===== src/logic/bus_pkg.sv =====
package bus_pkg;

	localparam int BUS_WIDTH = 32;

	// 1024 words, 4 KiB span
	localparam int RAM_ADDR_BITS = 10;
	localparam int RAM_WORDS = 1 << RAM_ADDR_BITS;

	localparam int RAM_WAIT_STATES = 2;
	localparam int RAM_WAIT_BITS = $clog2(RAM_WAIT_STATES + 1);

	localparam int DMA_COUNT_BITS = 10;

	// DMA copier states
	localparam logic [1:0] DMA_IDLE  = 2'd0;
	localparam logic [1:0] DMA_READ  = 2'd1;
	localparam logic [1:0] DMA_WRITE = 2'd2;
	localparam logic [1:0] DMA_DONE  = 2'd3;

	typedef enum logic [1:0] {
		ARB_IDLE,
		ARB_PORT_A,
		ARB_PORT_B,
		ARB_PORT_C
	} arb_state_t;

endpackage


===== src/logic/bus_access.sv =====
module bus_access
	import bus_pkg::*;
(
	input  logic                 i_clock,
	input  logic                 i_reset,

	// Shared bus
	output logic                 o_bus_rw,
	output logic                 o_bus_request,
	input  logic                 i_bus_ready,
	output logic [BUS_WIDTH-1:0] o_bus_address,
	input  logic [BUS_WIDTH-1:0] i_bus_rdata,
	output logic [BUS_WIDTH-1:0] o_bus_wdata,

	// Port A, fetch, read only
	input  logic                 i_pa_request,
	output logic                 o_pa_ready,
	input  logic [BUS_WIDTH-1:0] i_pa_address,
	output logic [BUS_WIDTH-1:0] o_pa_rdata,
	output logic                 o_pa_busy,

	// Port B, load/store
	input  logic                 i_pb_rw,
	input  logic                 i_pb_request,
	output logic                 o_pb_ready,
	input  logic [BUS_WIDTH-1:0] i_pb_address,
	output logic [BUS_WIDTH-1:0] o_pb_rdata,
	input  logic [BUS_WIDTH-1:0] i_pb_wdata,
	output logic                 o_pb_busy,

	// Port C, DMA
	input  logic                 i_pc_rw,
	input  logic                 i_pc_request,
	output logic                 o_pc_ready,
	input  logic [BUS_WIDTH-1:0] i_pc_address,
	output logic [BUS_WIDTH-1:0] o_pc_rdata,
	input  logic [BUS_WIDTH-1:0] i_pc_wdata
);

	arb_state_t state;
	arb_state_t grant;

	// Fixed priority B > A > C
	always_comb begin
		if (i_pb_request) begin
			grant = ARB_PORT_B;
		end else if (i_pa_request) begin
			grant = ARB_PORT_A;
		end else if (i_pc_request) begin
			grant = ARB_PORT_C;
		end else begin
			grant = ARB_IDLE;
		end
	end

	always_ff @(posedge i_clock) begin
		if (i_reset) begin
			state <= ARB_IDLE;
		end else begin
			case (state)
				ARB_IDLE: begin
					state <= grant;
				end
				ARB_PORT_A, ARB_PORT_B, ARB_PORT_C: begin
					if (i_bus_ready) begin
						state <= ARB_IDLE;	// Always one idle cycle between grants
					end
				end
				default: begin
					state <= ARB_IDLE;
				end
			endcase
		end
	end

	// Winner's command, held until ready
	always_ff @(posedge i_clock) begin
		if (state == ARB_IDLE) begin
			case (grant)
				ARB_PORT_B: begin
					o_bus_rw      <= i_pb_rw;
					o_bus_address <= i_pb_address;
					o_bus_wdata   <= i_pb_wdata;
				end
				ARB_PORT_A: begin
					o_bus_rw      <= 1'b0;
					o_bus_address <= i_pa_address;
				end
				ARB_PORT_C: begin
					o_bus_rw      <= i_pc_rw;
					o_bus_address <= i_pc_address;
					o_bus_wdata   <= i_pc_wdata;
				end
				default: begin
					o_bus_rw <= 1'b0;
				end
			endcase
		end
	end

	assign o_bus_request = (state != ARB_IDLE);

	assign o_pa_ready = i_pa_request && (state == ARB_PORT_A) && i_bus_ready;
	assign o_pb_ready = i_pb_request && (state == ARB_PORT_B) && i_bus_ready;
	assign o_pc_ready = i_pc_request && (state == ARB_PORT_C) && i_bus_ready;

	// Read data shared by all ports
	assign o_pa_rdata = i_bus_rdata;
	assign o_pb_rdata = i_bus_rdata;
	assign o_pc_rdata = i_bus_rdata;

	assign o_pa_busy = (state == ARB_PORT_A);
	assign o_pb_busy = (state == ARB_PORT_B);

endmodule


===== config.mk =====
export PLATFORM = sky130hd
export DESIGN_NAME = bus_access
export DESIGN_NICKNAME = d
export VERILOG_FILES = /design/src/logic/bus_pkg.sv /design/src/logic/bus_access.sv
export SDC_FILE = /design/constraint.sdc
export NUM_CORES = 1
export LEC_CHECK = 0
export ABC_AREA = 1
export BUFFER_PORTS_ARGS = -buffer_cell sky130_fd_sc_hd__buf_2
export CAP_MARGIN = 30
export CORE_AREA = 2 2 144 146
export DETAILED_ROUTE_END_ITERATION = 8
export DIE_AREA = 0 0 146 148
export GPL_TIMING_DRIVEN = 0
export PLACE_DENSITY = 0.48
export SKIP_CTS_REPAIR_TIMING = 1
export SYNTH_ARGS = -nofsm -noshare
export SYNTH_HDL_FRONTEND = slang
export SYNTH_SLANG_ARGS = --single-unit
export TNS_END_PERCENT = 20

===== constraint.sdc =====
create_clock -name i_clock -period 4.5 [get_ports i_clock]
set_input_delay 0.45 -clock i_clock [delete_from_list [all_inputs] [get_ports i_clock]]
set_output_delay 0.45 -clock i_clock [all_outputs]
set_load 0.01 [all_outputs]

======== Word level (Yosys, flattened, before mapping) ========
Cells that the tools add are included.
storage, ports and cells
  bits in latches ......................... 0
  memories ................................ 0
  bits in read-only memories .............. 0
  RAM bits ................................ 0
  output and inout bits ................... 167
  register bits ........................... 67
  word-level logic and storage cells ...... 32
operators by class
  reductions and logical operators ........ 13
  shift-type cells ........................ 0
  magnitude comparators ................... 0
  add/subtract/negate cells ............... 0
  eq/ne operators ......................... 7
  divide/modulo/power cells ............... 0
  mux-type cells .......................... 8
  multipliers ............................. 0
  bitwise logic cells ..................... 0
operators by type and width
  kind                                            count
  case mux 32 bit (3 select lines)                1
  case mux 32 bit (2 select lines)                1
  == test 2 bit (second input constant)           4
  two-way mux 2 bit                               4
  logical AND 1 bit                               6
  == test 2 x 1 -> 1 bit (second input constant)  2
  case mux 2 bit (2 select lines)                 1
  AND reduction 2 bit                             2
  nonzero test 2 bit                              2
  nonzero test 3 bit                              1
  OR reduction 3 bit                              1
  logical NOT 2 bit                               1
  != test 2 bit (second input constant)           1
  case mux 1 bit (2 select lines)                 1

======== Logic depth before layout (Yosys ltp) ========
  word-level depth ........................ 6
  depth in mapped cells ................... 7

======== Worst setup path before layout ========
OpenSTA, ideal clock, no wires.
  path type ............................... input to register
  from .................................... input i_pc_request
  to ...................................... register o_bus_address[0] (enable)
  stages on the path ...................... 4
  arrival ................................. 1.536 ns
  slack ................................... 2.578 ns
  setup time .............................. 0.387 ns
  buffers on the path ..................... 2
  cells stage by stage .................... buf_2 > buf_2 > o31ai_1 > inv_1
between the ends
  longest elaborated chain between the ends .. 6
RTL lines
  element                                                  line              source
  start: declaration                                       bus_access.sv:33  input logic i_pc_request,
  two-way mux 2 bit *                                      bus_access.sv:49  end else if (i_pc_request) begin
  two-way mux 2 bit *                                      bus_access.sv:47  end else if (i_pa_request) begin
  two-way mux 2 bit *                                      bus_access.sv:45  if (i_pb_request) begin
  == test 2 bit or == test 2 x 1 -> 1 bit (tied branches)  bus_access.sv:79  case (grant)
  nonzero test 3 bit (no source line) *                    n/a
  AND reduction 2 bit (no source line) *                   n/a
  end signal: assignment                                   bus_access.sv:82  o_bus_address <= i_pb_address;
  end signal: assignment                                   bus_access.sv:87  o_bus_address <= i_pa_address;
  end signal: assignment                                   bus_access.sv:91  o_bus_address <= i_pc_address;
  end: declaration                                         bus_access.sv:11  output logic [BUS_WIDTH-1:0] o_bus_address,
Every way passes the cells marked *; elsewhere a longest branch is shown, timed or not.
A chain may end at the register's enable or synchronous reset.

======== Worst setup path in the final report ========
  from .................................... register state[1]
  to ...................................... register o_bus_address[30] (enable)
between the ends
  longest elaborated chain between the ends .. 2
RTL lines
  element                               line              source
  start: declaration                    bus_access.sv:40  arb_state_t state;
  start signal: assignment              bus_access.sv:62  state <= grant;
  logical NOT 2 bit                     bus_access.sv:78  if (state == ARB_IDLE) begin
  AND reduction 2 bit (no source line)  n/a
Every way passes these cells.

==> impl_metrics.ini <==
[status]
status = completed

[global_route]
grt_use_total_pct = 14.7
grt_max_degree = 33
grt_pass1_vias = 4127
grt_overflow = 0
grt_pass1_wl_mm = 23.7
antenna_found_initial = 3

[critical_path]
startpoint_type = register
end_kind = register
worstPathArrival_ns = 1.91
cp.buffers_inverters = 1
crit_cells = 3
r2r_cells = 3
r2r_start = state[1]
crit_required_ns = 4.46
path_cells = nor2_1 -> o31ai_1 -> inv_2
critPathMaxFanout = 32
slowest_stage = inv_2
crit_family = buffers and inverters
max_stage_delay_ns = 0.62
worstSetupStartpoint = state[1]
path_class = reg2reg

[synth]
synth_area_sq_um = 3980
synth-xor-area-share_pct = 0
synth.avg_cell_area_sq_um = 9.00
synth_edf_count = 65
yosysUniqueCellTypes = 20
async_reset_ff_share_pct = 0
netlist_instances = 442
synthAdderAreaFrac_pct = 0
seq_area_frac_synth_pct = 50.1
synth_compound_area_share_pct = 4.59
synth_top_family_by_area = buffers and inverters
synth_ff_type = edfxtp_1
ys_seq_elements = 67
ys.warnings.count = 0
synth.area.mux_share_pct = 0
syn-num-nets = 642
yosys.area_share.simple_pct = 20.2

[route]
drc = 0
avgViaCountPerCell = 3.98
dr.pass1.iters = 4
vias = 4242
wirelength_mm = 16.8
ant_nets = 0
drtIter0Drc = 113
avgRoutedWirePerCell_um = 15.7

[timing]
fin_hold_ws_ns = 0.282
rsz0062_at_grt = no
finalClockSkew_ns = 0.00943
slew-limit-headroom_pct = 46.8
drv_slew = 0
worst_pin_slew_ns = 0.797
post-route-min-period_ns = 1.95
setup_tns_ns = 0
hold_viol = 0
setup_viol = 0
period_share_pct = 43.4
fmax_mhz = 512

[placed_design]
dp_hpwl_mm = 13.8
place.gp.congestion = 0.842
io_buffers = 333
post_dp_cell_area_sq_um = 6010
place_inst = 1046

[layout]
utilization_pct = 31.6
register_area_sq_um = 1990
fin_cells = 1065
final_nets = 987
nFillCells = 2193
drive_gt1_share_pct = 58.7
design_area_sq_um = 6330
multi_input_area_sq_um = 987
area_growth_pct = 59.3

[min_path]
holdPathStages = 2
hold_start = i_reset
min_path_type = in2reg

[die]
die-area_sq_um = 21600
core-area_sq_um = 20000
ios = 367
die_h_um = 148
fp-row-count = 52
initial_utilization_pct = 19.8
die_width_um = 146

[pwr]
irDropWorstVdd_mv = 0.121
p_leak_nw = 3.36
cellPowerDensity_nw_per_um2 = 323

[clock_network]
worst_skew_pair.late_latency_ns = 0.33
cts_made_buffers = 9
cts.sinks = 67
cts_tree = built
clockBufferDepth = 2
clock_tree.root_cell = clkbuf_16
cts.htree.levels = 3
clk_pin_slew_ns = 0.06

[job]
maxCapViolCount = 0
## final timing paths
path	slack (ns)	endpoint
hold / removal	0.28	state[1]
setup reg to reg	2.55	o_bus_address[30]
hold reg to reg	0.53	state[0]
setup / recovery	2.55	o_bus_address[30]
## layout by cell type (no fill, tap or decap), types with 5 or more instances in the layout
cell type / count
buf_2: 344
buf_4: 99
clkbuf_1: 5
clkbuf_16: 9
edfxtp_1: 65
inv_1: 39
nand2_1: 104
nand3_1: 34
nand4_1: 32
o21ai_1: 30
## per-stage QoR
| step | total power [mW] | worst slack [ns] |
|---|---|---|
| final | 2.05 | 2.55 |
| after floorplan | 1.05 | 2.58 |
| after global routing | 2.16 | 2.38 |
| after CTS | 2.09 | 2.49 |
| after global placement | 1.30 | 1.73 |
| after detailed placement | 1.31 | 2.20 |
## registers in the layout, summed over array words and instances, names as in the netlist
name           count
o_bus_address     32
o_bus_rw           1
o_bus_wdata       32
state              2
## synth_stat cells, types with 2 or more instances
cell type  count  share of area (%)
nand4_1       32                5.0
buf_4         99                 19
clkbuf_1       4               0.38
o21ai_0        3               0.38
o21ai_1       30                3.8
nand2_1      104                9.8
a21oi_1        2               0.25
inv_1         40                3.8
nor4_1         2               0.31
nor2_1         4               0.38
buf_1          4               0.38
inv_2          2               0.19
dfxtp_1        2                1.0
edfxtp_1      65                 49
nand3_1       34                4.3
buf_2         11                1.4
## report_power, final
part / internal, mW / total [mW] / leakage (nW) / switching (mW)
combinational: 0.222 / 0.485 / 2.55 / 0.263
clock: 0.487 / 0.762 / 0.153 / 0.275
sequential: 0.782 / 0.799 / 0.658 / 0.0174
## cell type report
type | instances | area share [%]
multi-input combinational | 214 | 15.6
clock buffer | 10 | 3.61
antenna | 3 | 0.119
inverter | 42 | 2.49
timing repair buffer | 334 | 26.7
tap | 270 | 5.33
sequential | 67 | 31.4
clock inverter | 6 | 1.42
buffer | 119 | 13.3
## metal layers
| metal | wire length [um] | GRT usage, % | vias up |
|---|---|---|---|
| li1 | - | - | 2074 |
| met1 | 6250 | 15.1 | 1893 |
| met2 | 8460 | 27.3 | 257 |
| met3 | 1850 | 6.30 | 16 |
| met4 | 201 | 3.93 | 2 |
| met5 | 7 | 0 | - |
## kinds of logic (layout without fill, tap and decap cells)
| family | after synthesis | count (layout) |
|---|---|---|
| buffers and inverters | 161 | 511 |
| other | 0 | 3 |
| AND/OR/NAND/NOR | 178 | 178 |
| AO/OA/AOI/OAI | 36 | 36 |
| flip-flops | 67 | 67 |
Note: power is estimated with default switching activity, not from simulation.
