File: src/logic/bus_pkg.sv
package bus_pkg;

	localparam int BUS_WIDTH = 32;

	// 1024 words, 4 KiB span
	localparam int RAM_ADDR_BITS = 10;
	localparam int RAM_WORDS = 1 << RAM_ADDR_BITS;

	localparam int RAM_WAIT_STATES = 2;
	localparam int RAM_WAIT_BITS = $clog2(RAM_WAIT_STATES + 1);

	localparam int DMA_COUNT_BITS = 10;

	// DMA copier states
	localparam logic [1:0] DMA_IDLE  = 2'd0;
	localparam logic [1:0] DMA_READ  = 2'd1;
	localparam logic [1:0] DMA_WRITE = 2'd2;
	localparam logic [1:0] DMA_DONE  = 2'd3;

	typedef enum logic [1:0] {
		ARB_IDLE,
		ARB_PORT_A,
		ARB_PORT_B,
		ARB_PORT_C
	} arb_state_t;

endpackage

File: src/logic/dma_copier.sv
module dma_copier
	import bus_pkg::*;
(
	input  logic                      i_clock,
	input  logic                      i_reset,

	// Command
	input  logic                      i_dma_start,
	input  logic [BUS_WIDTH-1:0]      i_dma_src,
	input  logic [BUS_WIDTH-1:0]      i_dma_dst,
	input  logic [DMA_COUNT_BITS-1:0] i_dma_count,
	output logic                      o_dma_busy,
	output logic                      o_dma_done,

	// Port C master side
	output logic                      o_pc_rw,
	output logic                      o_pc_request,
	input  logic                      i_pc_ready,
	output logic [BUS_WIDTH-1:0]      o_pc_address,
	input  logic [BUS_WIDTH-1:0]      i_pc_rdata,
	output logic [BUS_WIDTH-1:0]      o_pc_wdata
);

	logic [1:0]                state;
	logic [BUS_WIDTH-1:0]      src_address;
	logic [BUS_WIDTH-1:0]      dst_address;
	logic [DMA_COUNT_BITS-1:0] remaining;
	logic [BUS_WIDTH-1:0]      copy_word;
	logic                      last_word;

	assign last_word = (remaining == DMA_COUNT_BITS'(1));

	always_ff @(posedge i_clock) begin
		if (i_reset) begin
			state <= DMA_IDLE;
		end else begin
			case (state)
				DMA_IDLE: begin
					if (i_dma_start) begin
						// Zero count goes straight to done
						state <= (i_dma_count == '0) ? DMA_DONE : DMA_READ;
					end
				end
				DMA_READ: begin
					if (i_pc_ready) begin
						state <= DMA_WRITE;
					end
				end
				DMA_WRITE: begin
					if (i_pc_ready) begin
						state <= last_word ? DMA_DONE : DMA_READ;
					end
				end
				default: begin
					state <= DMA_IDLE;
				end
			endcase
		end
	end

	// Addresses, count and the word in flight
	always_ff @(posedge i_clock) begin
		if (state == DMA_IDLE && i_dma_start) begin
			src_address <= i_dma_src;
			dst_address <= i_dma_dst;
			remaining   <= i_dma_count;
		end

		if (state == DMA_READ && i_pc_ready) begin
			copy_word <= i_pc_rdata;
		end

		if (state == DMA_WRITE && i_pc_ready) begin
			src_address <= src_address + BUS_WIDTH'(4);
			dst_address <= dst_address + BUS_WIDTH'(4);
			remaining   <= remaining - 1'b1;
		end
	end

	assign o_dma_busy = (state != DMA_IDLE);
	assign o_dma_done = (state == DMA_DONE);

	// Command held steady from registers until ready
	assign o_pc_request = (state == DMA_READ) || (state == DMA_WRITE);
	assign o_pc_rw      = (state == DMA_WRITE);
	assign o_pc_address = o_pc_rw ? dst_address : src_address;
	assign o_pc_wdata   = copy_word;

endmodule

File: config.mk
export PLATFORM = sky130hd
export DESIGN_NAME = dma_copier
export DESIGN_NICKNAME = d
export VERILOG_FILES = /design/src/logic/bus_pkg.sv /design/src/logic/dma_copier.sv
export SDC_FILE = /design/constraint.sdc
export NUM_CORES = 1
export LEC_CHECK = 0
export BUFFER_PORTS_ARGS = -buffer_cell sky130_fd_sc_hd__buf_2
export CAP_MARGIN = 5
export CORE_MARGIN = 3
export CORE_UTILIZATION = 45
export DETAILED_ROUTE_END_ITERATION = 16
export PLACE_DENSITY = 0.67
export SETUP_SLACK_MARGIN = 0.2
export SLEW_MARGIN = 25
export SYNTH_ARGS = -nofsm -noshare
export SYNTH_HDL_FRONTEND = slang
export SYNTH_SLANG_ARGS = --single-unit
export TNS_END_PERCENT = 1
File: constraint.sdc
create_clock -name i_clock -period 4.4 [get_ports i_clock]
set_input_delay 0.88 -clock i_clock [delete_from_list [all_inputs] [get_ports i_clock]]
set_output_delay 0.88 -clock i_clock [all_outputs]
set_load 0.01 [all_outputs]
# Word level (Yosys, flattened, before mapping)
# Index checks and enable logic that the tools add are counted.
dict set report word_totals {
  wordCells 37
  out_inout_bits 68
  regBits 108
  in_bits 110
}
dict set report classes {
  n_reduce_logical 9
  addsub 3
  n_mux 13
  eq_ne 7
}
# op n
set op_table {}
lappend op_table {{$mux W32} 5}
lappend op_table {{$add A32 B3 Y32 const B} 2}
lappend op_table {{$mux W10} 2}
lappend op_table {{$eq A10 B1 Y1 const B} 1}
lappend op_table {{$logic_not A10 Y1} 1}
lappend op_table {{$mux W2} 5}
lappend op_table {{$sub A10 B1 Y10 const B} 1}
lappend op_table {{$pmux W2 S3} 1}
lappend op_table {{$eq A2 B2 Y1 const B} 2}
lappend op_table {{$ne A2 B2 Y1 const B} 2}
lappend op_table {{$reduce_bool A2 Y1} 2}
lappend op_table {{$logic_and A1 B1 Y1} 3}
lappend op_table {{$reduce_and A3 Y1} 1}
lappend op_table {{$eq A2 B1 Y1 const B} 1}
lappend op_table {{$logic_not A2 Y1} 1}
lappend op_table {{$ne A2 B1 Y1 const B} 1}
lappend op_table {{$logic_or A1 B1 Y1} 1}

# Logic depth before layout (Yosys ltp)
dict set report logic_depth {
  word_depth 4
  mapped_depth 9
  ltp_nobuf 6
}

# Worst setup path after synthesis
# OpenSTA, ideal clock, no wires.
dict set report synth_timing {
  kind {input port to flip-flop}
  start {in i_pc_ready}
  end {reg dst_address[10], enable pin}
  required_ns 3.673
  arrival_ns 2.713
  setup_ns 0.727
  path_slack_ns 0.959
  n_path_buf 2
  stages 4
  cell_sequence {nand2_1 clkbuf_1 clkbuf_1 nand2_1}
}
dict set report synth_between {
  elab_chain_cells 2
}
# item line
set synth_lines {}
lappend synth_lines {{start: declaration} dma_copier.sv:18} ;# input logic i_pc_ready,
lappend synth_lines {{$logic_and A1 B1 Y1} dma_copier.sv:73} ;# if (state == DMA_WRITE && i_pc_ready) begin
lappend synth_lines {{$reduce_bool A2 Y1 (no source line)} n/a}
lappend synth_lines {{end signal: assignment} dma_copier.sv:65} ;# dst_address <= i_dma_dst;
lappend synth_lines {{end signal: assignment} dma_copier.sv:75} ;# dst_address <= dst_address + BUS_WIDTH'(4);
lappend synth_lines {{end: declaration} dma_copier.sv:26} ;# logic [BUS_WIDTH-1:0] dst_address;
# No other way between the ends.
# A chain may end at the register's enable or synchronous reset.

# Worst setup path after layout
dict set report layout_timing {
  start {reg state[0]}
  end {out o_pc_address[10]}
}
dict set report layout_between {
  elab_chain_cells 2
}
# item line
set layout_lines {}
lappend layout_lines {{start: declaration} dma_copier.sv:24} ;# logic [1:0] state;
lappend layout_lines {{start signal: assignment} dma_copier.sv:41} ;# state <= (i_dma_count == '0) ? DMA_DONE : DMA_READ;
lappend layout_lines {{start signal: assignment} dma_copier.sv:51} ;# state <= last_word ? DMA_DONE : DMA_READ;
lappend layout_lines {{$eq A2 B2 Y1} dma_copier.sv:85} ;# assign o_pc_rw = (state == DMA_WRITE);
lappend layout_lines {{$mux W32} dma_copier.sv:86} ;# assign o_pc_address = o_pc_rw ? dst_address : src_address;
lappend layout_lines {{end: declaration} dma_copier.sv:19} ;# output logic [BUS_WIDTH-1:0] o_pc_address,
# No other way between the ends.

==> flow_summary.toml <==
[outcome]
status = "finished clean"

[die]
dieArea_um2 = 14600
die_w_um = 121
die_h_um = 121
fp-row-count = 41
pin_count = 178
fp.coreArea_um2 = 12700
start_util = 0.465

[routing]
drt_first_pass_iters = 4
drtAntennaViolNets = 0
drc = 0
drt_iter0_drc = 409
drt_wl_total_um = 15700
via_count = 5049
routed.top_layer = "met4"
wl_met1_um = 6540
route.met3.wl_um = 1280
avgRoutedWirePerCell_um = 17.6
routed_via_density = 5.68
wl_met2_um = 7450

[sta]
slew_headroom = 0.371
final_hold_viol_count = 0
min_period_ns = 3.10
drv_slew = 0
holdWs_ns = 0.546
tightestPinTransition_ns = 0.943
fin_setup_tns_ns = 0
fmax_mhz = 323
rsz0062_at_grt = "false"
finalCritPeriodShare = 0.704
setup_violations = 0
fin_skew_ns = 0.0106
setup_ws_ns = 1.30

[logic_synthesis]
yosys-top-cells-area = "edfxtp_1, mux2_2, nand2_1"
synth_top_cell_area_share = 0.538
synth_area_leader_cell = "edfxtp_1"
yosysSeqAreaShare = 0.545
synth_warnings = 0
synthesis.nets = 667
synth-edff-count = 106
syn_inst = 549
syn_avg_cell_area_um2 = 10.8
yosys_register_bits = 108
synth-async-reset-ratio = 0
synth_cell_type_count = 36
syn_area_um2 = 5910
synth-main-ff-cell = "edfxtp_1"

[clock_tree]
cts.sinks = 108
h-tree-depth = 3
tritoncts = "built"
clock_latency_ns = 0.36
clkTransAtPathRegs_ns = 0.07
cts_hold_buf = 0
postCtsSetupBuffers = 0
cts.path.max_buffers = 2
cts_root_buf = "clkbuf_16"
cts_resized = 0
numCtsBuffers = 9

[global_routing]
grt_usage = 0.217
grt_pass1_vias = 4827
grt_max_degree = 80
grt_antenna_before_repair = 0
overflow = 0
grt_first_pass_wirelength_um = 24900

[critical_path]
start_kind = "register"
regToRegSetupSlack_ns = 1.80
path_class = "reg2out"
end_kind = "primary output"
path_max_fanout = 21
cp_data_required_time_ns = 3.52
r2r-end = "src_address[29]"
critPathArrivalTime_ns = 2.22
r2r_cells = 6
rr_startpoint = "state[0]"

[place]
dpl.hpwl_um = 11300
dp_slack_ns = 1.69
numPortBuffers = 177
gp_congestion = 0.839
dp_cells = 873
dpl-instance-area_um2 = 6940

[pwr]
power.total_mw = 3.82
p_per_area_nw_per_um2 = 529
ir_drop_v = 0.000299
leakage_nw = 2.70

[final_layout]
syn_to_final_growth_pct = 22.2
fin_util = 0.568
fillCellCount = 1160
nNetsFinal = 830
diodes = 0
fin_cells = 889
stdcell_area_um2 = 7220
drive_gt1_frac = 0.326

[hold_path]
hold_depth = 2
min_path_type = "reg2reg"
min_to = "state[1]"
hp-start = "state[1]"

[flow_run]
max-cap-violations = 0
==> worst max-delay path by stage <==
stage,startpoint,to,slack (ns),cells past startpoint
floorplan,i_pc_ready,dst_address[10],0.96,4
finish,state[0],o_pc_address[10],1.30,5
global route,state[0],o_pc_address[11],1.22,5
detailed placement,state[0],o_pc_address[10],1.69,5
CTS,state[0],o_pc_address[10],1.30,5
global placement,i_pc_ready,src_address[24],1.76,5
==> power breakdown <==
group,leakage [nW],internal (mW),total (mW),switching (mW)
Combinational,1.54,0.486,1.19,0.702
Sequential,1.02,1.52,1.82,0.300
Clock,0.145,0.400,0.809,0.408
Total,2.70,2.41,3.82,1.41
==> placed cells by master (no fill, tap or decap), types with 2 or more instances in the layout <==
master | Yosys | layout
buf_2 | 2 | 177
edfxtp_1 | 106 | 106
nand2_1 | 65 | 63
o21ai_0 | 46 | 46
nor2_1 | 42 | 42
a31oi_1 | 32 | 32
mux2_2 | 31 | 31
nand3_1 | 25 | 25
or4_1 | 25 | 25
o31ai_1 | 22 | 22
xnor2_1 | 19 | 19
nand4_1 | 17 | 17
xor2_1 | 13 | 13
inv_1 | 12 | 12
or3_1 | 12 | 12
clkbuf_16 | 0 | 9
nor4_1 | 8 | 8
ha_1 | 8 | 7
and3_1 | 6 | 6
and2_1 | 6 | 5
buf_4 | 0 | 5
and4_1 | 4 | 4
nor3_1 | 4 | 4
inv_6 | 0 | 4
o41ai_1 | 3 | 3
nand4b_1 | 2 | 2
nand2_2 | 0 | 2
nand3b_1 | 2 | 2
inv_8 | 0 | 2
dfxtp_1 | 2 | 2
==> worst max-delay path, stage by stage (launching register included) <==
cell	delay [ns]
dfxtp_1	0.33
inv_1	0.11
ha_2	0.50
buf_4	0.38
mux2_2	0.38
buf_2	0.14
==> Yosys cell counts (17+ instances only) <==
cell type    n
nor2_1      42
edfxtp_1   106
xnor2_1     19
nand4_1     17
clkbuf_1    24
a31oi_1     32
or4_1       25
nand3_1     25
mux2_2      31
nand2_1     65
o21ai_0     46
o31ai_1     22
==> final cells by class <==
cell class	count	area (µm²)	share of cell area
clock inverter	7	62.6	0.00866
sequential	108	3220	0.446
multi-input combinational	399	2530	0.350
timing repair buffer	182	923	0.128
clock buffer	9	225	0.0312
tap	172	215	0.0298
inverter	12	45.0	0.00623
==> state kept, by name (all words and copies together) (netlist names) <==
register,cells
dst_address,32
remaining,10
state,2
src_address,32
o_pc_wdata,32
==> per-layer routing <==
layer | vias up | GRT usage
met3 | 31 | 0.0449
met4 | 0 | 0.0807
met5 | - | 0
li1 | 2438 | -
met1 | 2337 | 0.287
met2 | 243 | 0.353
==> kinds of logic (layout without fill, tap and decap cells) <==
group	count (synthesis)	after routing	synth area share
AND/OR/NAND/NOR	222	222	0.194
flip-flops	108	108	0.545
AO/OA/AOI/OAI	106	106	0.109
buffers and inverters	42	210	0.0286
XOR/XNOR	32	32	0.0474
multiplexers	31	31	0.0590
adder cells (fa/ha/maj)	8	8	0.0169
Power figures use the tool's default switching activity.
